### src/hdl/chip_settings.svh
//~~~~~~~~~~~~~~~~~~~~~~~~~~~~~~~~~~~~~~~~~~~~~~~~
// Chip loader settings: RAM size, reserved
// software addresses, UART bit time, SPI opcodes
//~~~~~~~~~~~~~~~~~~~~~~~~~~~~~~~~~~~~~~~~~~~~~~~~

`ifndef CHIP_SETTINGS_SVH
`define CHIP_SETTINGS_SVH

// Word address width for 1024 words
`define RAM_AW 10

// Reserved words snooped by the status monitor
`define STATUS_ADDR 10'h3F0
`define LOG_ADDR 10'h3F1

`define UART_CLKS_PER_BIT 16

// SPI opcode bytes
`define OP_WRITE 8'h02
`define OP_READ 8'h03

`endif

### src/hdl/chip_pkg.sv
//~~~~~~~~~~~~~~~~~~~~~~~~~~~~~~~~~~~~~~~~~~~~~~~~
// Shared types: RAM request struct and the
// software test-status codes
//~~~~~~~~~~~~~~~~~~~~~~~~~~~~~~~~~~~~~~~~~~~~~~~~

package chip_pkg;

`include "chip_settings.svh"

  // One RAM access as issued by a loader
  typedef struct packed {
    logic               write;
    logic [`RAM_AW-1:0] addr;
    logic [31:0]        wdata;
  } mem_req_t;

  // Values software writes to the test-status word
  typedef enum logic [31:0] {
    StatusInTest = 32'h0000_4354,
    StatusPassed = 32'h0000_900D,
    StatusFailed = 32'h0000_BAAD
  } status_e;

endpackage

### src/hdl/ram_arbiter.sv
//~~~~~~~~~~~~~~~~~~~~~~~~~~~~~~~~~~~~~~~~~~~~~~~~
// Round-robin arbiter of two loaders onto one RAM
//~~~~~~~~~~~~~~~~~~~~~~~~~~~~~~~~~~~~~~~~~~~~~~~~

`timescale 1ns/10ps

module ram_arbiter (
  input  logic                     clk_i,
  input  logic                     rst_n_i,
  input  logic [1:0]               req_i,
  input  chip_pkg::mem_req_t [1:0] mem_req_i,
  output logic [1:0]               gnt_o,
  output logic                     ram_valid_o,
  output chip_pkg::mem_req_t       ram_req_o
);

  logic [1:0]         req_eff;
  logic [1:0]         pick;
  logic               last_q;
  logic [1:0]         gnt_q;
  logic               ram_valid_q;
  chip_pkg::mem_req_t ram_req_q;

  // A requester still holds req in its grant cycle
  assign req_eff = req_i & ~gnt_q;

  always_comb begin
    if (&req_eff) begin
      pick = last_q ? 2'b01 : 2'b10;
    end else begin
      pick = req_eff;
    end
  end

  always_ff @(posedge clk_i or negedge rst_n_i) begin
    if (!rst_n_i) begin
      last_q      <= 1'b0;
      gnt_q       <= '0;
      ram_valid_q <= 1'b0;
    end else begin
      gnt_q       <= pick;
      ram_valid_q <= |pick;
      if (|pick) begin
        last_q <= pick[1];
      end
    end
  end

  always_ff @(posedge clk_i) begin
    ram_req_q <= pick[1] ? mem_req_i[1] : mem_req_i[0];
  end

  assign gnt_o       = gnt_q;
  assign ram_valid_o = ram_valid_q;
  assign ram_req_o   = ram_req_q;

endmodule

### config.mk
export PLATFORM = sky130hd
export DESIGN_NAME = ram_arbiter
export DESIGN_NICKNAME = d
export VERILOG_FILES = /design/src/hdl/chip_pkg.sv /design/src/hdl/ram_arbiter.sv
export VERILOG_INCLUDE_DIRS = /design/src /design/src/hdl
export SDC_FILE = /design/constraint.sdc
export NUM_CORES = 1
export LEC_CHECK = 0
export BUFFER_PORTS_ARGS = -buffer_cell sky130_fd_sc_hd__buf_2
export CAP_MARGIN = 20
export CORE_MARGIN = 2
export CORE_UTILIZATION = 42
export CTS_CLUSTER_DIAMETER = 80
export DETAILED_ROUTE_END_ITERATION = 8
export PLACE_DENSITY_LB_ADDON = 0.12
export SYNTH_ARGS = -nofsm -noshare
export SYNTH_HDL_FRONTEND = slang
export SYNTH_SLANG_ARGS = --single-unit
### constraint.sdc
create_clock -name clk_i -period 3.8 [get_ports clk_i]
set_input_delay 0 -clock clk_i [delete_from_list [all_inputs] [get_ports clk_i]]
set_output_delay 0 -clock clk_i [all_outputs]
set_load 0.005 [all_outputs]
==> metrics.md <==
| Metric | Value |
|---|---|
| #FFs+latches synth | `47` |
| Seq pwr share | `0.448` |
| Initial DRC Count | `60` |
| Total Neg Setup Slack | `0 ps` |
| WP data required | `3970 ps` |
| Nets@finish | `422` |
| CTS root buffer | `clkbuf_8` |
| Peak supply drop | `0.000236 V` |
| Clk sinks | `47` |
| Core Footprint | `3970 µm²` |
| Commonest non-fill, non-tap cell in the layout | `buf_2` |
| Final setup viols | `0` |
| Antenna-violating nets left | `0` |
| Clock buffer count from CTS | `5` |
| I/O Pins | `136` |
| Clk_lat worst skew | `290 ps` |
| Overall Power | `~1.3 mW` |
| Buf+Inv Stages, Crit Path | `1` |
| H-tree levels | `2` |
| Critical path arrival | `2450 ps` |
| Final Hold Vio Count | `0` |
| Hold slack | `about 45 ps` |
| Cell Area, Synth | `1720 µm²` |
| Synth-to-layout area growth | `98.2%` |
| Worst hold path type | `in -> async` |
| Routed len/inst | `13.4 µm` |
| Ys Warns | `0` |
| Post-CTS sizing | `0` |
| Combinational power share | `0.323` |
| Setup ws final | `1530 ps` |
| Final Cycle Share | `0.598` |
| CP Max Fanout | `44` |
| Max clock buf depth | `2` |
| Share of layout cells above drive strength 1 | `0.565` |
| Final std cells w/o fill | `383` |
| Sw Ratio | `0.234` |
| Max stage delay on crit path | `600 ps` |
| Initial antenna violation count | `0` |
| Worst path slowest cell | `nand2_4` |
| Status | `completed` |
| Net Count, Synth | `194` |
| Netlist cell types | `13` |
| Crit-path cells | `nand3b_4 > nand2_4 > mux2_2 > dlygate4sd3_1` |
| TritonCTS clock tree | `done` |
| Slew @ Worst Pin | `796 ps` |
| FILL cells | `approximately 220` |
| Worst Clk Skew | `between 10 and 15 ps` |
| Crit path from | `gnt_o[0]$_DFF_PN0_` |
| Synthesized area per cell | `around 17 µm²` |
| Int Power | `998 µW` |
| Final WL | `5150 µm` |
| I/O Buffers | `135` |
| Wire length on met2 | `2920 µm` |
| Initial cell density of the core | `0.432` |
| Top sig layer | `met4` |
| Rel. slew slack | `0.469` |
| Ant diodes | `0` |
| MaxCap Viol Count | `0` |
| Number of global-route vias before repair | `1732` |
| Crit-path leading delay family | `simple AND/OR/NAND/NOR gates` |
| GP Congestion | `0.746` |
| Sw Pwr | `304 µW` |
| Setup crit start kind | `flop` |
| Kind of critical path | `reg -> reg` |
| Vias | `around 1700` |
| Synth Instances | `104` |
| Total grt overflow | `0` |
| Post-CTS setup buffer count | `0` |
| DP HPWL | `2590 µm` |
| R2R depth | `4` |
| Largest net degree at the start of global routing | `45` |
| Die area | `approximately 4600 µm²` |
| Pre-antenna DRT Iters | `3` |
| Vias per std cell | `4.32` |
| CTS hold repair buffers | `90` |
| Clock power frac | `0.229` |
| Most frequent cells in the layout | `135 x buf_2, 90 x dlygate4sd3_1, 43 x dfxtp_1` |
| Worst r2r src | `gnt_o[0]$_DFF_PN0_` |
| Post-Route M1 WL | `1710 µm` |
| Die W | `a little under 70 µm` |
| Clk slew on worst S/H paths | `around 80 ps` |
| Placed insts | `285` |
| # rows | `23` |
| All-Layer GR Usage | `0.223` |
| CP Capture Type | `flop` |
| Sequential-to-total area share from yosys stat | `0.560` |
| Max Clk Rate | `0.440 GHz` |
| Final Slew Violations | `0` |
| R2r setup slk | `1530 ps` |
| Fin crit period | `between 2000 and 2500 ps` |
| Met3 wire len | `415 µm` |
| Die Y | `between 60 and 70 µm` |
| Leakage Power | `around 1.8 nW` |
| DRC viols | `0` |
| First-pass GRT wire length | `7470 µm` |
| Placement Setup Slack | `2100 ps` |
| Power per Cell Area | `about 380 nW/µm²` |
| Worst R2R End | `ram_req_o[0]$_DFF_P_` |
| RSZ-0062 raised after global routing | `no` |
[metal layers]
| layer | vias to the layer above | track usage |
|---|---|---|
| li1 | 810 | - |
| met1 | 750 | 0.200 |
| met2 | 85 | 0.449 |
| met3 | 11 | 0.0658 |
| met4 | 0 | 0.0975 |
| met5 | - | 0 |
[state kept, by name, summed over array words and instances, names as in the netlist]
| name | count |
|---|---|
| last_q | 1 |
| gnt_o | 2 |
| ram_req_o | 43 |
| ram_valid_o | 1 |
[cells in the mapped netlist, drive strengths merged]
| cell type | instances | area share |
|---|---|---|
| mux2 | 43 | 0.37 |
| o21a | 1 | 0.0044 |
| inv | 1 | 0.0022 |
| nor2b | 1 | 0.0080 |
| dfxtp | 43 | 0.50 |
| nand2 | 2 | 0.0087 |
| nor2 | 2 | 0.0044 |
| dfrtp | 4 | 0.058 |
| buf | 4 | 0.026 |
| nand3b | 1 | 0.012 |
| nand2b | 2 | 0.0073 |
[cell type report]
| cell class | instances | area (µm²) | share of cell area |
|---|---|---|---|
| clock buffer | 7 | 86.3 | 0.0254 |
| timing repair buffer | 225 | 1580 | 0.463 |
| tap | 50 | 62.6 | 0.0184 |
| sequential | 47 | 961 | 0.282 |
| multi-input combinational | 52 | 707 | 0.208 |
| inverter | 1 | 3.75 | 0.00110 |
| clock inverter | 1 | 5.00 | 0.00147 |
[stage by stage]
step / util / instance area (µm²)
final: 0.857 / 3400
after CTS: 0.857 / 3400
after floorplan: - / 1720
after global placement: 0.607 / 2410
after global routing: 0.857 / 3400
after detailed placement: 0.607 / 2410
[power by group through the flow]
| stage | clock network, mW | logic, mW | registers (mW) |
|---|---|---|---|
| floorplan | 0 | 0.166 | 0.605 |
| global placement | 0 | 0.287 | 0.591 |
| detailed placement | 0 | 0.292 | 0.593 |
| CTS | 0.309 | 0.412 | 0.582 |
| global route | 0.330 | 0.452 | 0.591 |
| finish | 0.298 | 0.421 | 0.583 |
[cells by family after synthesis]
kind of cell           after synthesis  share of synthesized area
DFF                                 47                      0.560
AOI/OAI and AO/OA                    1                    0.00437
buffers and inverters                5                     0.0284
and+or+nand+nor                      8                     0.0401
muxes                               43                      0.367
[how the worst max path moves through the flow]
stage                             to  slack (ps)  cells after the start
2_1_floorplan  ram_req_o[10]$_DFF_P_        2540                      4
3_3_place_gp    ram_req_o[0]$_DFF_P_        2150                      3
6_report        ram_req_o[0]$_DFF_P_        1530                      4
3_5_place_dp    ram_req_o[0]$_DFF_P_        2100                      3
5_1_grt         ram_req_o[1]$_DFF_P_        1440                      4
4_1_cts         ram_req_o[1]$_DFF_P_        1540                      4
No activity file was read; power rests on OpenSTA's default activity.
