$ cat config.mk
export PLATFORM = sky130hd
export DESIGN_NAME = uart_loader
export DESIGN_NICKNAME = d
export VERILOG_FILES = /design/src/hdl/chip_pkg.sv /design/src/hdl/uart_loader.sv
export VERILOG_INCLUDE_DIRS = /design/src /design/src/hdl
export SDC_FILE = /design/constraint.sdc
export NUM_CORES = 1
export LEC_CHECK = 0
export BUFFER_PORTS_ARGS = -buffer_cell sky130_fd_sc_hd__buf_4
export CORE_UTILIZATION = 57
export DETAILED_ROUTE_END_ITERATION = 8
export PLACE_DENSITY_LB_ADDON = 0.25
export SETUP_SLACK_MARGIN = 0.2
export SLEW_MARGIN = 20
export SYNTH_ARGS = -nofsm -noshare
export SYNTH_HDL_FRONTEND = slang
export SYNTH_SLANG_ARGS = --single-unit
$ cat constraint.sdc
create_clock -name clk_i -period 11 [get_ports clk_i]
set_input_delay 1.65 -clock clk_i [delete_from_list [all_inputs] [get_ports clk_i]]
set_output_delay 1.65 -clock clk_i [all_outputs]
set_load 0.02 [all_outputs]
$ cat src/hdl/chip_settings.svh
//~~~~~~~~~~~~~~~~~~~~~~~~~~~~~~~~~~~~~~~~~~~~~~~~
// Chip loader settings: RAM size, reserved
// software addresses, UART bit time, SPI opcodes
//~~~~~~~~~~~~~~~~~~~~~~~~~~~~~~~~~~~~~~~~~~~~~~~~

`ifndef CHIP_SETTINGS_SVH
`define CHIP_SETTINGS_SVH

// Word address width for 1024 words
`define RAM_AW 10

// Reserved words snooped by the status monitor
`define STATUS_ADDR 10'h3F0
`define LOG_ADDR 10'h3F1

`define UART_CLKS_PER_BIT 16

// SPI opcode bytes
`define OP_WRITE 8'h02
`define OP_READ 8'h03

`endif

$ cat src/hdl/chip_pkg.sv
//~~~~~~~~~~~~~~~~~~~~~~~~~~~~~~~~~~~~~~~~~~~~~~~~
// Shared types: RAM request struct and the
// software test-status codes
//~~~~~~~~~~~~~~~~~~~~~~~~~~~~~~~~~~~~~~~~~~~~~~~~

package chip_pkg;

`include "chip_settings.svh"

  // One RAM access as issued by a loader
  typedef struct packed {
    logic               write;
    logic [`RAM_AW-1:0] addr;
    logic [31:0]        wdata;
  } mem_req_t;

  // Values software writes to the test-status word
  typedef enum logic [31:0] {
    StatusInTest = 32'h0000_4354,
    StatusPassed = 32'h0000_900D,
    StatusFailed = 32'h0000_BAAD
  } status_e;

endpackage

$ cat src/hdl/uart_loader.sv
//~~~~~~~~~~~~~~~~~~~~~~~~~~~~~~~~~~~~~~~~~~~~~~~~
// UART 8N1 loader: six-byte write frames turned
// into RAM write requests
//~~~~~~~~~~~~~~~~~~~~~~~~~~~~~~~~~~~~~~~~~~~~~~~~

`timescale 1ns/10ps

`include "chip_settings.svh"

module uart_loader (
  input  logic               clk_i,
  input  logic               rst_n_i,
  input  logic               rx_i,
  output logic               req_o,
  output chip_pkg::mem_req_t mem_req_o,
  input  logic               gnt_i
);

  localparam int CntW = $clog2(`UART_CLKS_PER_BIT);

  typedef enum logic [1:0] {RxIdle, RxStart, RxData, RxStop} rx_state_e;

  logic [1:0]         rx_q;
  logic               rx;
  rx_state_e          state_q;
  logic [CntW-1:0]    clk_cnt_q;
  logic [2:0]         bit_idx_q;
  logic               half_bit;
  logic               full_bit;
  logic               byte_done;
  logic [7:0]         byte_q;
  logic [2:0]         byte_cnt_q;
  logic [39:0]        frame_q;
  logic               req_q;
  chip_pkg::mem_req_t mem_req_q;

  assign rx       = rx_q[1];
  assign half_bit = (clk_cnt_q == CntW'(`UART_CLKS_PER_BIT / 2 - 1));
  assign full_bit = (clk_cnt_q == CntW'(`UART_CLKS_PER_BIT - 1));
  // Good stop bit and no write pending
  assign byte_done = (state_q == RxStop) && full_bit && rx && !req_q;

  always_ff @(posedge clk_i or negedge rst_n_i) begin
    if (!rst_n_i) begin
      rx_q      <= 2'b11;
      state_q   <= RxIdle;
      clk_cnt_q <= '0;
      bit_idx_q <= '0;
    end else begin
      rx_q <= {rx_q[0], rx_i};
      case (state_q)
        RxIdle: begin
          clk_cnt_q <= '0;
          if (!rx) begin
            state_q <= RxStart;
          end
        end
        // Mid start bit check rejects short glitches
        RxStart: begin
          if (half_bit) begin
            clk_cnt_q <= '0;
            bit_idx_q <= '0;
            state_q   <= rx ? RxIdle : RxData;
          end else begin
            clk_cnt_q <= clk_cnt_q + 1'b1;
          end
        end
        RxData: begin
          if (full_bit) begin
            clk_cnt_q <= '0;
            bit_idx_q <= bit_idx_q + 3'd1;
            if (bit_idx_q == 3'd7) begin
              state_q <= RxStop;
            end
          end else begin
            clk_cnt_q <= clk_cnt_q + 1'b1;
          end
        end
        RxStop: begin
          if (full_bit) begin
            state_q <= RxIdle;
          end else begin
            clk_cnt_q <= clk_cnt_q + 1'b1;
          end
        end
        default: state_q <= RxIdle;
      endcase
    end
  end

  always_ff @(posedge clk_i or negedge rst_n_i) begin
    if (!rst_n_i) begin
      byte_cnt_q <= '0;
      req_q      <= 1'b0;
    end else begin
      if (gnt_i) begin
        req_q <= 1'b0;
      end
      if (byte_done) begin
        if (byte_cnt_q == 3'd5) begin
          byte_cnt_q <= '0;
          req_q      <= 1'b1;
        end else begin
          byte_cnt_q <= byte_cnt_q + 3'd1;
        end
      end
    end
  end

  // Bits arrive LSB first and bytes stack up high byte first
  always_ff @(posedge clk_i) begin
    if ((state_q == RxData) && full_bit) begin
      byte_q <= {rx, byte_q[7:1]};
    end
    if (byte_done) begin
      frame_q <= {frame_q[31:0], byte_q};
      if (byte_cnt_q == 3'd5) begin
        mem_req_q <= '{write: 1'b1,
                       addr:  frame_q[24 +: `RAM_AW],
                       wdata: {frame_q[23:0], byte_q}};
      end
    end
  end

  assign req_o     = req_q;
  assign mem_req_o = mem_req_q;

endmodule

==> flow_summary.json <==
{
  "outcome": "complete, no violations",
  "syn_to_final_growth_pct": 19.1,
  "nets": 229,
  "fin_crit_sh_pct": 25.0,
  "skew_ps": 10.5,
  "port_buffers": 46,
  "cap_violations": 0,
  "r2r_cells": 7,
  "syn-instance-count": 167,
  "post-route-min-period_ps": 2750,
  "cts_hold_buf": 0,
  "r2r-end": "mem_req_o[5]",
  "synth_edf_count": 84,
  "dieWidth_um": 78.4,
  "num_rows": 27,
  "rr_startpoint": "clk_cnt_q[0]",
  "dr_total_vias": 1574,
  "via_per_inst": 5.26,
  "irDropWorstVdd_v": 0.000136,
  "ys_seq_elements": 99,
  "crit_chain": "ha_1, nand2_1, nor4_4, buf_4, nand2_2, nor2_4, buf_12",
  "cts_buffers": 9,
  "globalRouteOverflowTotal": 0,
  "tns_ps": 0,
  "cts_setup_buffers": 0,
  "crit_path_end_kind": "flip-flop",
  "ctsResizeCount": 0,
  "yosysWarnings": 0,
  "cts_tree": "done",
  "grt_pass1_wl_um": 7130,
  "antenna_found_initial": 0,
  "async_reset_ff_share_pct": 15.2,
  "p_per_area_nw_per_um2": 188,
  "ff_latch_area_um2": 2900,
  "grt_max_degree": 43,
  "r2r_slack_ps": 8250,
  "critPathSlowestCell": "dfrtp_1",
  "wl_per_cell_um": 14.9,
  "dr.pass1.iters": 4,
  "synthesis.nets": 174,
  "clk_pin_slew_ps": 90,
  "ant_nets": 0,
  "routabilityCongestion": 0.884,
  "die_area_um2": 6140,
  "multi_input_area_um2": 398,
  "finalHoldViolCount": 0,
  "drv_slew": 0,
  "worstHoldPathType": "reg -> reg",
  "critPathMaxStageDelay_ps": 450,
  "fmax_mhz": 364,
  "io_pins": 48,
  "start_util_pct": 59.6,
  "startpoint_type": "flip-flop",
  "synth_flop_cell": "edfxtp_1",
  "syn_avg_cell_area_um2": 19.9,
  "holdPathStages": 0,
  "crit_required_ps": 11050,
  "grt_pass1_vias": 1516,
  "crit_fanout": 36,
  "rsz0062_at_grt": "no",
  "dp_hpwl_um": 2950,
  "core_area_um2": 5570,
  "num-fill-cells": 361,
  "root_buffer": "clkbuf_8",
  "clock-sinks": 99,
  "grt_use_total_pct": 16.2,
  "drt_wl_total_um": 4450,
  "ys_seq_area_share_pct": 87.2,
  "drt_iter0_drc": 83,
  "setup_viol": 0,
  "critPathKind": "reg -> reg",
  "holdWs_ps": 370,
  "yosysUniqueCellTypes": 34,
  "worstSkewPairLatency_ps": 350,
  "clk_path_buf_depth": 2,
  "diodes": 0,
  "fp.dieH_um": 78.4,
  "route.detailed.drc": 0,
  "hold_end": "rx_q[1]",
  "cellLeakagePower_uw": 0.00144,
  "cts_max_level": 3,
  "syn_area_um2": 3320,
  "cp_data_arrival_time_ps": 2800,
  "hold_path_startpoint": "rx_q[0]",
  "drive_above_1_share_pct": 31.7
}
==> cell usage in the layout (no fill, tap or decap), drive strengths merged <==
master and n:
a211oi 2, ha 3, nand2b 1, clkinvlp 1, a32o 2, and2 1
clkbuf 9, o22ai 3, a31oi 1, nand4 1, and2b 1, nor3b 1
dfrtp 13, nor2b 2, o2bb2ai 1, edfxtp 84, o21a 1, o211ai 1
clkinv 2, a21o 1, o21ai 3, inv 8, a311oi 1, a21oi 6
nor4 1, nand3 2, nor2 10, nor3 1, nand2 9, xor2 1
dfstp 2, mux2 2, conb 1, buf 48, and3 1
==> per-layer routing <==
metal  GRT usage (%)  wire [µm]
met5               0          0
met4            9.63         93
met3            3.60        197
met2            25.8       2220
met1            20.6       1930
==> flip-flops by register name, summed over array words and instances (netlist names), named ones only <==
signal	flops
rx_q	2
mem_req_o	42
byte_q	8
byte_cnt_q	3
frame_q	34
clk_cnt_q	4
state_q	1
bit_idx_q	3
req_o	1
==> cell usage after synthesis, types with 3 or more instances <==
cell type,n,share of area [%]
a21oi_1,6,0.90
clkbuf_1,3,0.34
dfrtp_1,13,9.8
edfxtp_1,84,76
ha_1,3,1.1
inv_1,4,0.45
nand2_1,7,0.79
nor2_1,10,1.1
o21ai_0,3,0.45
o22ai_1,3,0.56
==> worst max-delay path, delay by kind of cell (launching register included) <==
family,cells,cell delay [ps]
buf+inv,2,690
simple gates,4,970
fa+ha+maj,1,320
flops,1,450
==> power breakdown <==
part | total [µW] | internal, µW | switching [µW] | leakage, µW
combinational | 82.9 | 37.9 | 45.0 | 0.000412
clock | 208 | 86.1 | 122 | 0.0000925
sequential | 455 | 427 | 28.7 | 0.000941
total | 746 | 551 | 196 | 0.00144
==> through the flow <==
stage | instances | util, % | setup WS, ps | power (µW) | area, µm²
after floorplan | 167 | - | 6400 | 524 | 3320
after CTS | 298 | 70.7 | 7870 | 751 | 3940
after global routing | 299 | 71.0 | 8060 | 781 | 3960
final | 299 | 71.0 | 8250 | 746 | 3960
after global placement | 282 | 67.4 | 8030 | 535 | 3760
after detailed placement | 282 | 67.4 | 7870 | 546 | 3760
==> cell families after synthesis <==
| group | after synthesis | share of synthesized area (%) |
|---|---|---|
| DFF | 99 | 87.2 |
| xor gates and xnor gates | 1 | 0.264 |
| muxes | 2 | 0.903 |
| and+or+nand+nor | 31 | 4.97 |
| other | 1 | 0.113 |
| buffers and inverters | 8 | 1.02 |
| AOI/OAI and AO/OA | 22 | 4.37 |
| adders and majority gates | 3 | 1.13 |
==> final cells by class <==
| class | instances | share of cell area (%) |
|---|---|---|
| clock buffer | 9 | 3.13 |
| timing repair buffer | 48 | 9.42 |
| tap | 72 | 2.28 |
| multi-input combinational | 60 | 10.1 |
| sequential | 99 | 73.3 |
| clock inverter | 7 | 1.49 |
| inverter | 4 | 0.379 |
==> worst max path at each step <==
stage,depth (start not counted),slack [ps],to,startpoint
after floorplan,5,6400,mem_req_o[0],clk_cnt_q[0]
after global placement,6,8030,mem_req_o[24],clk_cnt_q[0]
after detailed placement,6,7870,mem_req_o[31],clk_cnt_q[0]
after CTS,6,7870,mem_req_o[16],clk_cnt_q[0]
after global routing,7,8060,mem_req_o[39],clk_cnt_q[0]
final,7,8250,mem_req_o[5],clk_cnt_q[0]
Note: power is estimated with default switching activity, not from simulation.
