$ cat src/hdl/chip_settings.svh
//~~~~~~~~~~~~~~~~~~~~~~~~~~~~~~~~~~~~~~~~~~~~~~~~
// Chip loader settings: RAM size, reserved
// software addresses, UART bit time, SPI opcodes
//~~~~~~~~~~~~~~~~~~~~~~~~~~~~~~~~~~~~~~~~~~~~~~~~

`ifndef CHIP_SETTINGS_SVH
`define CHIP_SETTINGS_SVH

// Word address width for 1024 words
`define RAM_AW 10

// Reserved words snooped by the status monitor
`define STATUS_ADDR 10'h3F0
`define LOG_ADDR 10'h3F1

`define UART_CLKS_PER_BIT 16

// SPI opcode bytes
`define OP_WRITE 8'h02
`define OP_READ 8'h03

`endif

$ cat src/hdl/chip_pkg.sv
//~~~~~~~~~~~~~~~~~~~~~~~~~~~~~~~~~~~~~~~~~~~~~~~~
// Shared types: RAM request struct and the
// software test-status codes
//~~~~~~~~~~~~~~~~~~~~~~~~~~~~~~~~~~~~~~~~~~~~~~~~

package chip_pkg;

`include "chip_settings.svh"

  // One RAM access as issued by a loader
  typedef struct packed {
    logic               write;
    logic [`RAM_AW-1:0] addr;
    logic [31:0]        wdata;
  } mem_req_t;

  // Values software writes to the test-status word
  typedef enum logic [31:0] {
    StatusInTest = 32'h0000_4354,
    StatusPassed = 32'h0000_900D,
    StatusFailed = 32'h0000_BAAD
  } status_e;

endpackage

$ cat src/hdl/spi_loader.sv
//~~~~~~~~~~~~~~~~~~~~~~~~~~~~~~~~~~~~~~~~~~~~~~~~
// SPI device loader: write and read frames to
// RAM requests, read data shifted out on miso
//~~~~~~~~~~~~~~~~~~~~~~~~~~~~~~~~~~~~~~~~~~~~~~~~

`timescale 1ns/10ps

`include "chip_settings.svh"

module spi_loader (
  input  logic               clk_i,
  input  logic               rst_n_i,
  input  logic               sck_i,
  input  logic               csb_i,
  input  logic               mosi_i,
  output logic               miso_o,
  output logic               req_o,
  output chip_pkg::mem_req_t mem_req_o,
  input  logic               gnt_i,
  input  logic [31:0]        rdata_i,
  input  logic               rdata_valid_i
);

  logic [2:0]         sck_q;
  logic [1:0]         csb_q;
  logic [1:0]         mosi_q;
  logic               sck_rise;
  logic               sck_fall;
  logic               csb;
  logic [5:0]         bit_cnt_q;
  logic               hold_q;
  logic               frame_end;
  logic               accept;
  logic               issue_rd;
  logic               issue_wr;
  logic [31:0]        shift_q;
  logic [31:0]        shift_next;
  logic [7:0]         op_q;
  logic [`RAM_AW-1:0] addr_q;
  logic               req_q;
  chip_pkg::mem_req_t mem_req_q;
  logic [31:0]        rd_word_q;
  logic [5:0]         miso_idx;
  logic               miso_q;

  // Pin synchronizers with a third sck stage for edge detect
  always_ff @(posedge clk_i or negedge rst_n_i) begin
    if (!rst_n_i) begin
      sck_q  <= '0;
      csb_q  <= 2'b11;
      mosi_q <= '0;
    end else begin
      sck_q  <= {sck_q[1:0], sck_i};
      csb_q  <= {csb_q[0], csb_i};
      mosi_q <= {mosi_q[0], mosi_i};
    end
  end

  assign sck_rise   = sck_q[1] & ~sck_q[2];
  assign sck_fall   = ~sck_q[1] & sck_q[2];
  assign csb        = csb_q[1];
  assign shift_next = {shift_q[30:0], mosi_q[1]};
  assign frame_end  = (bit_cnt_q == 6'd56);
  assign accept     = sck_rise & ~csb & ~req_q & ~hold_q & ~frame_end;
  // Read goes out as soon as the last address bit is in
  assign issue_rd   = accept && (bit_cnt_q == 6'd23) && (op_q == `OP_READ);
  assign issue_wr   = accept && (bit_cnt_q == 6'd55) && (op_q == `OP_WRITE);
  assign miso_idx   = 6'd55 - bit_cnt_q;

  // Bit counter that stops while a busy loader sits out the frame
  always_ff @(posedge clk_i or negedge rst_n_i) begin
    if (!rst_n_i) begin
      bit_cnt_q <= '0;
      hold_q    <= 1'b0;
    end else if (csb) begin
      bit_cnt_q <= '0;
      hold_q    <= 1'b0;
    end else if (sck_rise) begin
      if (req_q || hold_q || frame_end) begin
        hold_q <= 1'b1;
      end else begin
        bit_cnt_q <= bit_cnt_q + 6'd1;
      end
    end
  end

  always_ff @(posedge clk_i) begin
    if (accept) begin
      shift_q <= shift_next;
      if (bit_cnt_q == 6'd7) begin
        op_q <= shift_next[7:0];
      end
      if (bit_cnt_q == 6'd23) begin
        addr_q <= shift_next[`RAM_AW-1:0];
      end
    end
    if (issue_rd) begin
      mem_req_q <= '{write: 1'b0, addr: shift_next[`RAM_AW-1:0], wdata: '0};
    end else if (issue_wr) begin
      mem_req_q <= '{write: 1'b1, addr: addr_q, wdata: shift_next};
    end
    // Only this loader reads, so any read data is ours
    if (rdata_valid_i) begin
      rd_word_q <= rdata_i;
    end
  end

  always_ff @(posedge clk_i or negedge rst_n_i) begin
    if (!rst_n_i) begin
      req_q <= 1'b0;
    end else if (gnt_i) begin
      req_q <= 1'b0;
    end else if (issue_rd || issue_wr) begin
      req_q <= 1'b1;
    end
  end

  // First data bit loads straight from the RAM, in case the
  // falling edge for it has already gone by
  always_ff @(posedge clk_i or negedge rst_n_i) begin
    if (!rst_n_i) begin
      miso_q <= 1'b0;
    end else if (csb) begin
      miso_q <= 1'b0;
    end else if (rdata_valid_i) begin
      miso_q <= rdata_i[31];
    end else if (sck_fall && (op_q == `OP_READ) &&
                 (bit_cnt_q >= 6'd24) && (bit_cnt_q <= 6'd55)) begin
      miso_q <= rd_word_q[miso_idx[4:0]];
    end
  end

  assign miso_o    = miso_q;
  assign req_o     = req_q;
  assign mem_req_o = mem_req_q;

endmodule

$ cat config.mk
export PLATFORM = sky130hd
export DESIGN_NAME = spi_loader
export DESIGN_NICKNAME = d
export VERILOG_FILES = /design/src/hdl/chip_pkg.sv /design/src/hdl/spi_loader.sv
export VERILOG_INCLUDE_DIRS = /design/src /design/src/hdl
export SDC_FILE = /design/constraint.sdc
export NUM_CORES = 1
export LEC_CHECK = 0
export ABC_AREA = 1
export BUFFER_PORTS_ARGS = -buffer_cell sky130_fd_sc_hd__buf_2
export CORE_MARGIN = 1.5
export CORE_UTILIZATION = 50
export DETAILED_ROUTE_END_ITERATION = 7
export PLACE_DENSITY = 0.7
export SETUP_SLACK_MARGIN = 0.15
export SLEW_MARGIN = 20
export SYNTH_ARGS = -nofsm -noshare
export SYNTH_HDL_FRONTEND = slang
export SYNTH_SLANG_ARGS = --single-unit
$ cat constraint.sdc
create_clock -name clk_i -period 6.6 [get_ports clk_i]
set_clock_uncertainty 0.2 [all_clocks]
set_input_delay 0.66 -clock clk_i [delete_from_list [all_inputs] [get_ports clk_i]]
set_output_delay 0.66 -clock clk_i [all_outputs]
set_load 0.01 [all_outputs]
==> results.cfg <==
[yosys]
netlist_area_um2 = 5390
yosys.area.top_type = edfxtp_1
syn_area_per_cell_um2 = 11.0
ys_types = 33
synth-seq-cells = 140
synth_nets = 532
synth_seq_area_share_pct = 70.4
synthCells = 490
yosys-top-cells-area = edfxtp_1 (51%), dfxtp_1 (12%), dfrtp_1 (6.5%)
ys_warn_count = 0
synth_top_area_share_pct = 50.7

[setup_path]
crit_chain = inv_1 -> ha_1 -> nand4_1 -> nand3_2 -> nor2_4 -> nand3_2 -> nand2_1
critical_path.max_stage_delay_ns = 0.83
worstPathMaxFanout = 44
required_ns = 6.56
cpMostUsedCell = nand3_2
crit_slowest_cell = dfrtp_1
r2r_cells = 7
crit_arrival_ns = 3.88
end_kind = flip-flop
path_class = reg2reg
crit_path_start_kind = flip-flop

[power]
pwr_density_cell_nw_per_um2 = 315
ir_drop_mv = 0.179
p_leak_nw = 2.84

[worst_hold_path]
whs_path_depth = 1
hold_path.class = in2reg

[route]
drt-vias-per-instance = 4.87
route.met3.wl_um = 453
drc = 0
dr.pass1.iters = 4
m1WireLength_um = 4380
routedWlPerCell_um = 13.2
routed-wl-met2_um = 4590
vias = 3508
routed.top_layer = met4
ant_nets = 0
routed_wirelength_um = 9530
dr.first_iter.drc_count = 143

[cts]
cts_tree = yes
cts.path.max_buffers = 2
clk_pin_slew_worst_paths_ns = 0.06
cts_buffers = 17
clkSinkCount = 140
htree_num_levels = 4
clk_latency_ns = 0.51
clockRootBuffer = clkbuf_8
cts_resized = 0

[sta]
finalSetupTns_ns = 0
whs_ns = 0.0511
slew_viol_final = 0
fmax_ghz = 0.255
rsz0062_at_grt = no
slew-limit-headroom_pct = 46.7
finalCritPeriodShare_pct = 59.5
period_needed_ns = 3.93
hold_viol = 0
worst_slew_pin_slew_ns = 0.795
setup_viol = 0

[run_status]
outcome = finished, final reports clean

[floorplanning]
fp.dieH_um = 107
num_rows = 37
pin_count = 84
die_area_um2 = 11400
start_util_pct = 52.0
die_x_um = 107
design.core.area_um2 = 10400

[placement]
io_buffers = 83
gp_congestion = 0.853
dp_hpwl_um = 6250

[global_routing]
grt_max_degree = 45
grt_pass1_vias = 3348
grt.total_usage_pct = 18.0
antenna_found_initial = 0
overflow = 0
grt_pass1_wl_um = 15600

[run]
drv_cap = 0

[final_layout]
multi_input_area_um2 = 1270
fin_nets = 614
fill_cells = 839
antenna_cells = 0
layout-drive-gt1-share_pct = 22.6
ff_latch_area_um2 = 3800
syn_to_final_growth_pct = 20.1
[state kept, by name (all words and copies together), names as in the netlist]
register   cells
csb_q          2
op_q           8
mosi_q         2
bit_cnt_q      6
hold_q         1
req_o          1
shift_q       31
sck_q          3
rd_word_q     32
addr_q        10
miso_o         1
mem_req_o     43
[Yosys cell counts (all sizes together)]
master  instances
nand3          24
nor2           91
o21ai          38
o31ai           2
a21oi           4
nand4          14
clkinv          1
a211oi          1
buf            15
ha              3
dfstp           2
clkbuf          7
edfxtp         91
or2             2
inv            51
nor3            6
nand2          87
dfrtp          14
xor2            2
dfxtp          33
o21a            1
nand3b          1
[final cells by class]
class                   count  share of cell area [%]
clock buffers              25                    8.64
clock inverters             7                   0.676
inverters                  52                    3.05
multi-input cells         276                    19.7
flip-flops and latches    140                    58.6
well taps                 136                    2.63
repair buffers             85                    6.69
[critical path, delay by kind of cell (launching register included)]
kind                     cells  cell delay, ns
AND/OR/NAND/NOR              5            1.80
adder cells (fa/ha/maj)      1            0.33
buffers and inverters        1            0.40
flip-flops                   1            0.83
[logic make-up (layout without fill, tap and decap cells)]
group                      count (synthesis)  count (layout)  share of synthesized area (%)
AOI/OAI and AO/OA                         46              46                           4.46
adders and majority gates                  3               3                          0.697
and+or+nand+nor                          225             225                           17.9
buffers and inverters                     74             169                           6.20
DFF                                      140             140                           70.4
xor gates and xnor gates                   2               2                          0.325
[where the power goes]
part           switching [mW]  internal (mW)
Clock                   0.340          0.581
Combinational          0.0736         0.0469
Sequential             0.0354          0.962
Total                   0.449           1.59
[per-layer routing]
layer,global-route usage [%],vias to the layer above
li1,-,1786
met1,23.2,1617
met2,29.2,94
met3,5.53,11
met4,6.10,0
met5,0,-
[cell usage in the layout, fill, tap and decap left out, types with 2 or more instances in the layout]
cell        netlist  routed
nand3_1          22      22
xor2_1            2       2
dfrtp_1          14      14
nand2_1          85      85
edfxtp_1         91      91
dfxtp_1          33      33
or2_2             2       2
ha_1              3       3
a21oi_1           4       4
buf_2             9      83
dfstp_2           2       2
o21ai_0          33      33
inv_4             1       2
o31ai_1           2       2
nor3_2            2       5
o21ai_1           5       5
clkinv_2          0       2
inv_2             3       3
inv_1            47      47
clkinv_1          1       2
nand3_2           2       2
clkbuf_16         0      20
clkinvlp_4        0       2
nand4_1          14      14
clkbuf_8          0       4
nor2_1           90      90
[path summary, 6_finish.rpt]
path                                               start                  endpoint  slack [ns]
min in group asynchronous                        rst_n_i  bit_cnt_q[4]$_DFFE_PN0P_        0.40
worst min-delay path                               csb_i        csb_q[0]$_DFF_PN1_        0.05
max in group asynchronous                        rst_n_i        csb_q[0]$_DFF_PN1_        5.49
worst min register to register       mosi_q[0]$_DFF_PN0_       mosi_q[1]$_DFF_PN0_        0.15
worst max-delay path            bit_cnt_q[0]$_DFFE_PN0P_   mem_req_o[32]$_DFFE_PP_        2.67
worst max register to register  bit_cnt_q[0]$_DFFE_PN0P_   mem_req_o[32]$_DFFE_PP_        2.67
[through the flow]
stage               setup slack, ns  area (um^2)  cells  util (%)  power (mW)
CTS                            2.65         6460    721      62.3        2.05
finish                         2.67         6470    721      62.4        2.04
global route                   2.24         6470    721      62.4        2.12
detailed placement             2.68         5850    688      56.4        1.13
floorplan                      3.78         5390    490         -        1.10
global placement               2.86         5850    688      56.4        1.13
[repair_timing]
item	CTS	global route
setup buffers	0	0
hold endpoints to repair	14	0
hold buffers	1	0
(Power assumes the default switching activity.)
