$ cat src/hdl/chip_settings.svh
//~~~~~~~~~~~~~~~~~~~~~~~~~~~~~~~~~~~~~~~~~~~~~~~~
// Chip loader settings: RAM size, reserved
// software addresses, UART bit time, SPI opcodes
//~~~~~~~~~~~~~~~~~~~~~~~~~~~~~~~~~~~~~~~~~~~~~~~~

`ifndef CHIP_SETTINGS_SVH
`define CHIP_SETTINGS_SVH

// Word address width for 1024 words
`define RAM_AW 10

// Reserved words snooped by the status monitor
`define STATUS_ADDR 10'h3F0
`define LOG_ADDR 10'h3F1

`define UART_CLKS_PER_BIT 16

// SPI opcode bytes
`define OP_WRITE 8'h02
`define OP_READ 8'h03

`endif

$ cat src/hdl/chip_pkg.sv
//~~~~~~~~~~~~~~~~~~~~~~~~~~~~~~~~~~~~~~~~~~~~~~~~
// Shared types: RAM request struct and the
// software test-status codes
//~~~~~~~~~~~~~~~~~~~~~~~~~~~~~~~~~~~~~~~~~~~~~~~~

package chip_pkg;

`include "chip_settings.svh"

  // One RAM access as issued by a loader
  typedef struct packed {
    logic               write;
    logic [`RAM_AW-1:0] addr;
    logic [31:0]        wdata;
  } mem_req_t;

  // Values software writes to the test-status word
  typedef enum logic [31:0] {
    StatusInTest = 32'h0000_4354,
    StatusPassed = 32'h0000_900D,
    StatusFailed = 32'h0000_BAAD
  } status_e;

endpackage

$ cat src/hdl/sw_status_monitor.sv
//~~~~~~~~~~~~~~~~~~~~~~~~~~~~~~~~~~~~~~~~~~~~~~~~
// Snoops RAM writes to the software test-status
// and log words
//~~~~~~~~~~~~~~~~~~~~~~~~~~~~~~~~~~~~~~~~~~~~~~~~

`timescale 1ns/10ps

`include "chip_settings.svh"

module sw_status_monitor (
  input  logic               clk_i,
  input  logic               rst_n_i,
  input  logic               ram_valid_i,
  input  chip_pkg::mem_req_t ram_req_i,
  output logic               status_valid_o,
  output logic [31:0]        status_o,
  output logic               log_valid_o,
  output logic [31:0]        log_o
);

  logic status_hit;
  logic log_hit;
  logic status_valid_q;
  logic log_valid_q;

  assign status_hit = ram_valid_i && ram_req_i.write && (ram_req_i.addr == `STATUS_ADDR);
  assign log_hit    = ram_valid_i && ram_req_i.write && (ram_req_i.addr == `LOG_ADDR);

  always_ff @(posedge clk_i or negedge rst_n_i) begin
    if (!rst_n_i) begin
      status_valid_q <= 1'b0;
      log_valid_q    <= 1'b0;
    end else begin
      status_valid_q <= status_hit;
      log_valid_q    <= log_hit;
    end
  end

  // Words hold until the next matching write
  always_ff @(posedge clk_i) begin
    if (status_hit) begin
      status_o <= ram_req_i.wdata;
    end
    if (log_hit) begin
      log_o <= ram_req_i.wdata;
    end
  end

  assign status_valid_o = status_valid_q;
  assign log_valid_o    = log_valid_q;

endmodule

$ cat config.mk
export PLATFORM = sky130hd
export DESIGN_NAME = sw_status_monitor
export DESIGN_NICKNAME = d
export VERILOG_FILES = /design/src/hdl/chip_pkg.sv /design/src/hdl/sw_status_monitor.sv
export VERILOG_INCLUDE_DIRS = /design/src /design/src/hdl
export SDC_FILE = /design/constraint.sdc
export NUM_CORES = 1
export LEC_CHECK = 0
export BUFFER_PORTS_ARGS = -buffer_cell sky130_fd_sc_hd__buf_4
export CAP_MARGIN = 30
export CELL_PAD_IN_SITES_DETAIL_PLACEMENT = 0
export CELL_PAD_IN_SITES_GLOBAL_PLACEMENT = 1
export CORE_AREA = 2 2 77 79
export DETAILED_ROUTE_END_ITERATION = 12
export DIE_AREA = 0 0 79 81
export PLACE_DENSITY_LB_ADDON = 0.1
export SLEW_MARGIN = 25
export SYNTH_ARGS = -nofsm -noshare
export SYNTH_HDL_FRONTEND = slang
export SYNTH_SLANG_ARGS = --single-unit
$ cat constraint.sdc
create_clock -name clk_i -period 0.8 [get_ports clk_i]
set_input_delay 0.04 -clock clk_i [delete_from_list [all_inputs] [get_ports clk_i]]
set_output_delay 0.04 -clock clk_i [all_outputs]
set_load 0.02 [all_outputs]
==> flow_metrics.py, run 1 <==
metrics = {
    "floorplanning": {
        "io_pins": 112,
        "dieWidth_um": 79,
        "rows": 28,
        "core_area_sq_um": 5675,
        "initial_core_util_pct": 35.78,
        "die_h_um": 81,
        "die_area_sq_um": 6399,
    },
    "yosys": {
        "synth.net_count": 119,
        "yosysUniqueCellTypes": 9,
        "synth_edf_count": 64,
        "avgSynthCellArea_sq_um": 27.82,
        "synth_commonest_cells": "edfxtp_1 (64), dfrtp_1 (2)",
        "ys_seq_elements": 66,
        "synth_area_leaders": "edfxtp_1 (95%), dfrtp_1 (2.5%), nor4b_2 (0.74%)",
        "yosysTopAreaCellShare_pct": 94.64,
        "synth.largest_area_cell": "edfxtp_1",
        "synthCells": 73,
        "async_flop_share_pct": 3.030,
        "synth.most_common_cell": "edfxtp_1",
        "yosys_warnings": 0,
        "synth-seq-area-share_pct": 97.10,
        "synthFlopType": "edfxtp_1",
        "syn_area_sq_um": 2031,
    },
    "sta": {
        "slew_violations": 0,
        "setup_slack_ns": -0.1659,
        "min_period_ns": 0.9659,
        "setup_viol": 132,
        "relSlewSlack_pct": 86.45,
        "holdWs_ns": 0.04677,
        "hold_viol_final": 0,
        "worst_pin_slew_ns": 0.2017,
        "rsz0062_at_grt": "true",
        "timing.fmax_mhz": 1035,
        "post-route-period-util_pct": 120.7,
        "tns_ns": -15.73,
    },
    "final_layout": {
        "multiInputGateArea_sq_um": 92.59,
        "ff_latch_area_sq_um": 1972,
        "layoutNonFillerInstCount": 322,
        "num-fill-cells": 373,
        "n_antenna_cell": 0,
        "layout-drive-gt1-share_pct": 57.49,
        "syn_to_final_growth_pct": 96.00,
        "nNetsFinal": 289,
    },
    "worst_setup_path": {
        "required_ns": 0.84,
        "criticalPathCategory": "primary input to register",
        "endpoint_kind": "register",
        "crit_slowest_cell": "nor4b_4",
        "path_cells": "buf_6, nand4bb_4, nor4b_4, buf_6, clkbuf_16",
        "worstPathMaxFanout": 6,
        "startpoint": "ram_req_i[35]",
        "cpPeakStageDelay_ns": 0.30,
        "critPathTopFamily": "simple AND/OR/NAND/NOR gates",
        "cp_common_cell": "buf_6",
        "cp-start-kind": "primary input",
        "critPathBufInv": 3,
        "cp.arrival_ns": 1.00,
    },
    "clock_network": {
        "cts_sinks": 66,
        "clockRootBuffer": "clkbuf_8",
        "path_clk_slew_ns": 0.06,
        "clockBufferDepth": 2,
        "cts_tree": "yes",
        "h-tree-depth": 3,
        "cts_buffers": 9,
    },
    "place": {
        "dp_hpwl_um": 3049,
        "gp_congestion": 0.7146,
        "dpl_worst_slack_ns": -0.5447,
        "dp_cells": 263,
        "io_buffers": 111,
    },
    "global_routing": {
        "grt_pass1_wl_um": 6492,
        "grtUsageTotal_pct": 14.24,
        "overflow": 0,
        "antenna_found_initial": 0,
        "grt_pass1_vias": 1402,
        "grt_max_degree": 23,
    },
    "route": {
        "vias": 1376,
        "drc_errors": 0,
        "avgRoutedWirePerCell_um": 14.57,
        "first_pass_iters": 4,
        "post_drt_via_cell_ratio": 4.273,
        "ant_nets": 0,
        "dr.first_iter.drc_count": 48,
        "routed_wl_um": 4693,
    },
    "pwr": {
        "power_per_cell_area_nw_per_um2": 1688,
        "p_int_mw": 5.553,
        "total_power_mw": 6.717,
        "peakVddDrop_mv": 1.259,
        "p_seq_share_pct": 56.4,
        "p_comb_share_pct": 5.4,
        "p_sw_mw": 1.164,
        "p_leak_nw": 1.594,
        "p_sw_share_pct": 17.33,
        "power.share.clock_pct": 38.2,
    },
    "min_path": {
        "hp-class": "primary input to async pin",
    },
    "outcome": {
        "violations": "setup timing",
        "status": "finished, violations left",
    },
    "flow_run": {
        "cap_viol_max_count": 0,
    },
}
-- sequential cells by signal (all words and copies together), names as in the netlist --
register        cells
log_o              32
status_valid_o      1
log_valid_o         1
status_o           32
-- metal layers --
metal | GRT usage, % | vias up | routed length [um]
met5 | 0 | - | 0
met4 | 10.17 | 0 | 158
met3 | 3.556 | 16 | 319
met2 | 26.27 | 79 | 2567
met1 | 13.86 | 647 | 1648
li1 | - | 634 | -
-- path summary, 6_finish.rpt --
check,to,slack (ns),cells past startpoint
max in group asynchronous,log_valid_o,0.67,2
max,status_o[15],-0.17,5
min in group clk_i,status_valid_o,0.37,6
min,status_valid_o,0.05,2
-- final cells by class --
cell class | count | share of cell area, %
flip-flops and latches | 66 | 49.54
repair buffers | 159 | 41.12
clock buffers | 12 | 3.647
well taps | 75 | 2.358
multi-input cells | 7 | 2.326
clock inverters | 3 | 1.006
-- through the flow --
stage               util, %  cell area, sq um
floorplan                 -              2064
global placement      53.68              3047
detailed placement    53.68              3047
CTS                   67.79              3847
global route          70.13              3980
finish                70.13              3980
-- placed cells by master (no fill, tap or decap), drive strengths merged --
| cell | Yosys | routed |
|---|---|---|
| buf | 0 | 124 |
| bufinv | 0 | 1 |
| clkbuf | 0 | 14 |
| clkinv | 0 | 2 |
| dfrtp | 2 | 2 |
| dlygate4sd3 | 0 | 33 |
| edfxtp | 64 | 64 |
| nand2 | 1 | 1 |
| nand2b | 1 | 1 |
| nand4 | 1 | 1 |
| nand4bb | 1 | 1 |
| nor2 | 1 | 1 |
| nor4 | 1 | 1 |
| nor4b | 1 | 1 |
-- cells by family after synthesis --
group	count (synthesis)	share of synthesized area, %
flip-flops	66	97.10
AND/OR/NAND/NOR	7	2.896
-- power by group through the flow --
stage | clock network [mW] | logic, mW | registers [mW]
finish | 2.57 | 0.360 | 3.79
global route | 2.76 | 0.387 | 3.79
CTS | 2.64 | 0.358 | 3.79
detailed placement | 0 | 0.222 | 3.86
global placement | 0 | 0.211 | 3.86
floorplan | 0 | 0.0225 | 3.87
-- timing repair --
| action | CTS | global route |
|---|---|---|
| endpoints found under the hold margin | 66 | 0 |
| resized for setup | 70 | 10 |
| pin swaps | 1 | 4 |
| gates cloned | 2 | 4 |
| setup endpoints to repair | 130 | 132 |
| hold buffers | 33 | 0 |
| buffers inserted | 2 | 3 |
No activity file was read; power rests on OpenSTA's default activity.
==> run 2: changes to the inputs <==
Settings changed: ABC_AREA set to 1, CORE_AREA 2 2 77 79 to 2 2 78 80, DIE_AREA 0 0 79 81 to 0 0 80 82.
==> run 2 against run 1 <==
The flow still finishes with violations (setup timing). Highest routed layer unchanged. Sequential cell count is the same. Largest power group unchanged. Clock power shrank 13%. First-iteration DRC count shrank 15%. Global-route usage shrank 0.73 points. Critical endpoint is now log_o[24]. Setup slack gained 0.039 ns.
==> flow_metrics.py, run 2 <==
metrics = {
    "outcome": {
        "status": "finished, violations left",
        "violations": "setup timing",
    },
    "yosys": {
        "synthCells": 81,
        "yosysUniqueCellTypes": 7,
        "async_flop_share_pct": 3.030,
        "synth_edf_count": 64,
        "yosysTopAreaCellShare_pct": 94.58,
        "syn_area_sq_um": 2032,
        "ys_seq_elements": 66,
        "avgSynthCellArea_sq_um": 25.09,
        "synthFlopType": "edfxtp_1",
        "synth_area_leaders": "edfxtp_1 (95%), dfrtp_1 (2.5%), nand2_1 (0.92%)",
        "synth.net_count": 127,
        "synth.largest_area_cell": "edfxtp_1",
        "synth.most_common_cell": "edfxtp_1",
        "synth-seq-area-share_pct": 97.04,
        "synth_commonest_cells": "edfxtp_1 (64), nand2_1 (5), nor2_1 (5)",
        "yosys_warnings": 0,
    },
    "place": {
        "dp_cells": 271,
        "dp_hpwl_um": 2978,
        "io_buffers": 111,
        "gp_congestion": 0.7215,
        "dpl_worst_slack_ns": -0.3158,
        "placed_cell_area_sq_um": 3059,
    },
    "global_routing": {
        "grt_max_degree": 23,
        "grtUsageTotal_pct": 13.51,
        "overflow": 0,
        "antenna_found_initial": 0,
        "grt_pass1_wl_um": 6292,
        "grt_pass1_vias": 1359,
    },
    "clock_network": {
        "cts_sinks": 66,
        "cts_buffers": 9,
        "clockBufferDepth": 2,
        "clockRootBuffer": "clkbuf_8",
        "h-tree-depth": 3,
        "path_clk_slew_ns": 0.06,
        "cts_tree": "yes",
        "cts_setup_buffers": 0,
    },
    "worst_setup_path": {
        "cpPeakStageDelay_ns": 0.41,
        "endpoint_kind": "output pin",
        "worstPathMaxFanout": 1,
        "path_cells": "buf_6",
        "required_ns": 0.76,
        "cp.arrival_ns": 0.89,
        "crit_slowest_cell": "edfxtp_1",
        "critPathBufInv": 1,
        "criticalPathCategory": "register to output pin",
        "critPathTopFamily": "flip-flops",
        "cp-start-kind": "register",
    },
    "route": {
        "ant_nets": 0,
        "vias": 1346,
        "dr.first_iter.drc_count": 41,
        "avgRoutedWirePerCell_um": 13.81,
        "post_drt_via_cell_ratio": 4.206,
        "drc_errors": 0,
        "first_pass_iters": 4,
        "routed_wl_um": 4420,
    },
    "sta": {
        "rsz0062_at_grt": "true",
        "setup_viol": 66,
        "post-route-period-util_pct": 115.9,
        "setup_slack_ns": -0.1270,
        "timing.fmax_mhz": 1079,
        "hold_viol_final": 0,
        "worst_pin_slew_ns": 0.1579,
        "relSlewSlack_pct": 89.44,
        "min_period_ns": 0.9270,
        "slew_violations": 0,
    },
    "final_layout": {
        "layout_commonest_cell": "buf_6",
        "syn_to_final_growth_pct": 86.95,
        "n_antenna_cell": 0,
        "layoutNonFillerInstCount": 320,
        "layout_common_cells": "buf_6 (66), edfxtp_1 (64), buf_4 (46)",
        "num-fill-cells": 432,
        "layout-drive-gt1-share_pct": 55.51,
        "nNetsFinal": 286,
        "fin_area_sq_um": 3799,
        "reg_top3": "log_o: 32 flops, status_o: 32 flops",
    },
    "pwr": {
        "p_leak_nw": 1.498,
        "peakVddDrop_mv": 0.9472,
        "total_power_mw": 6.368,
        "power_per_cell_area_nw_per_um2": 1676,
    },
    "floorplanning": {
        "core_area_sq_um": 5746,
        "rows": 28,
        "die_h_um": 82,
        "io_pins": 112,
        "die_area_sq_um": 6560,
        "dieWidth_um": 80,
        "initial_core_util_pct": 35.37,
    },
    "min_path": {
        "hp-class": "primary input to async pin",
    },
    "flow_run": {
        "cap_viol_max_count": 0,
    },
}
## run 2: cell types whose count changed after synthesis
cell       previous run  this run
nand2_1               1         5
nand3_1               0         1
nor4_2                1         0
nand4bb_1             1         0
nor2_1                1         5
inv_1                 0         3
nor4b_2               1         0
nand2b_1              1         0
## run 2: stage by stage
stage / TNS [ns] / hold WS [ns] / util (%)
after detailed placement: -19.19 / -0.1761 / 53.24
after global placement: -17.96 / -0.1768 / 53.24
final: -5.958 / 0.05280 / 66.12
after global routing: -8.201 / 0.06168 / 66.12
after CTS: -7.085 / 0.01557 / 65.72
after floorplan: -26.50 / -0.2556 / -
## run 2: kinds of logic after synthesis
kind of cell	synth area share (%)
buffers and inverters	0.5541
flip-flops	97.04
AND/OR/NAND/NOR	2.402
## run 2: timing repair
item,CTS,global route
resized for setup,60,6
endpoints found under the hold margin,66,0
hold buffers,33,0
endpoints found under the setup margin,66,73
## run 2: final cells by class
cell class,instances,area [sq um],share of cell area [%]
clock buffers,10,127.6,3.360
flip-flops and latches,66,1972,51.91
repair buffers,148,1479,38.93
well taps,75,93.84,2.470
multi-input cells,12,71.32,1.877
inverters,3,21.27,0.5599
clock inverters,6,33.78,0.8893
## run 2: worst max-delay path by stage
stage / startpoint / end / slack, ns / depth (start not counted)
after detailed placement: ram_req_i[35] / status_o[15] / -0.32 / 7
after floorplan: ram_req_i[35] / status_o[0] / -0.42 / 5
after CTS: log_o[3] / log_o[3] / -0.14 / 1
after global routing: log_o[24] / log_o[24] / -0.16 / 1
after global placement: ram_req_i[35] / status_o[15] / -0.30 / 7
final: log_o[24] / log_o[24] / -0.13 / 1
## run 2: per-layer routing
metal | part of all wire, % | track usage (%) | wire [um]
met5 | 0 | 0 | 0
met4 | 2.4 | 9.153 | 108
met3 | 6.0 | 3.626 | 267
met2 | 57 | 24.50 | 2523
met1 | 34 | 13.52 | 1521
## run 2: report_power, final
part           switching (mW)  total (mW)  internal (mW)
clock                    1.13        2.23           1.09
combinational          0.0994       0.353          0.254
sequential           0.000506        3.79           3.79
total                    1.23        6.37           5.14
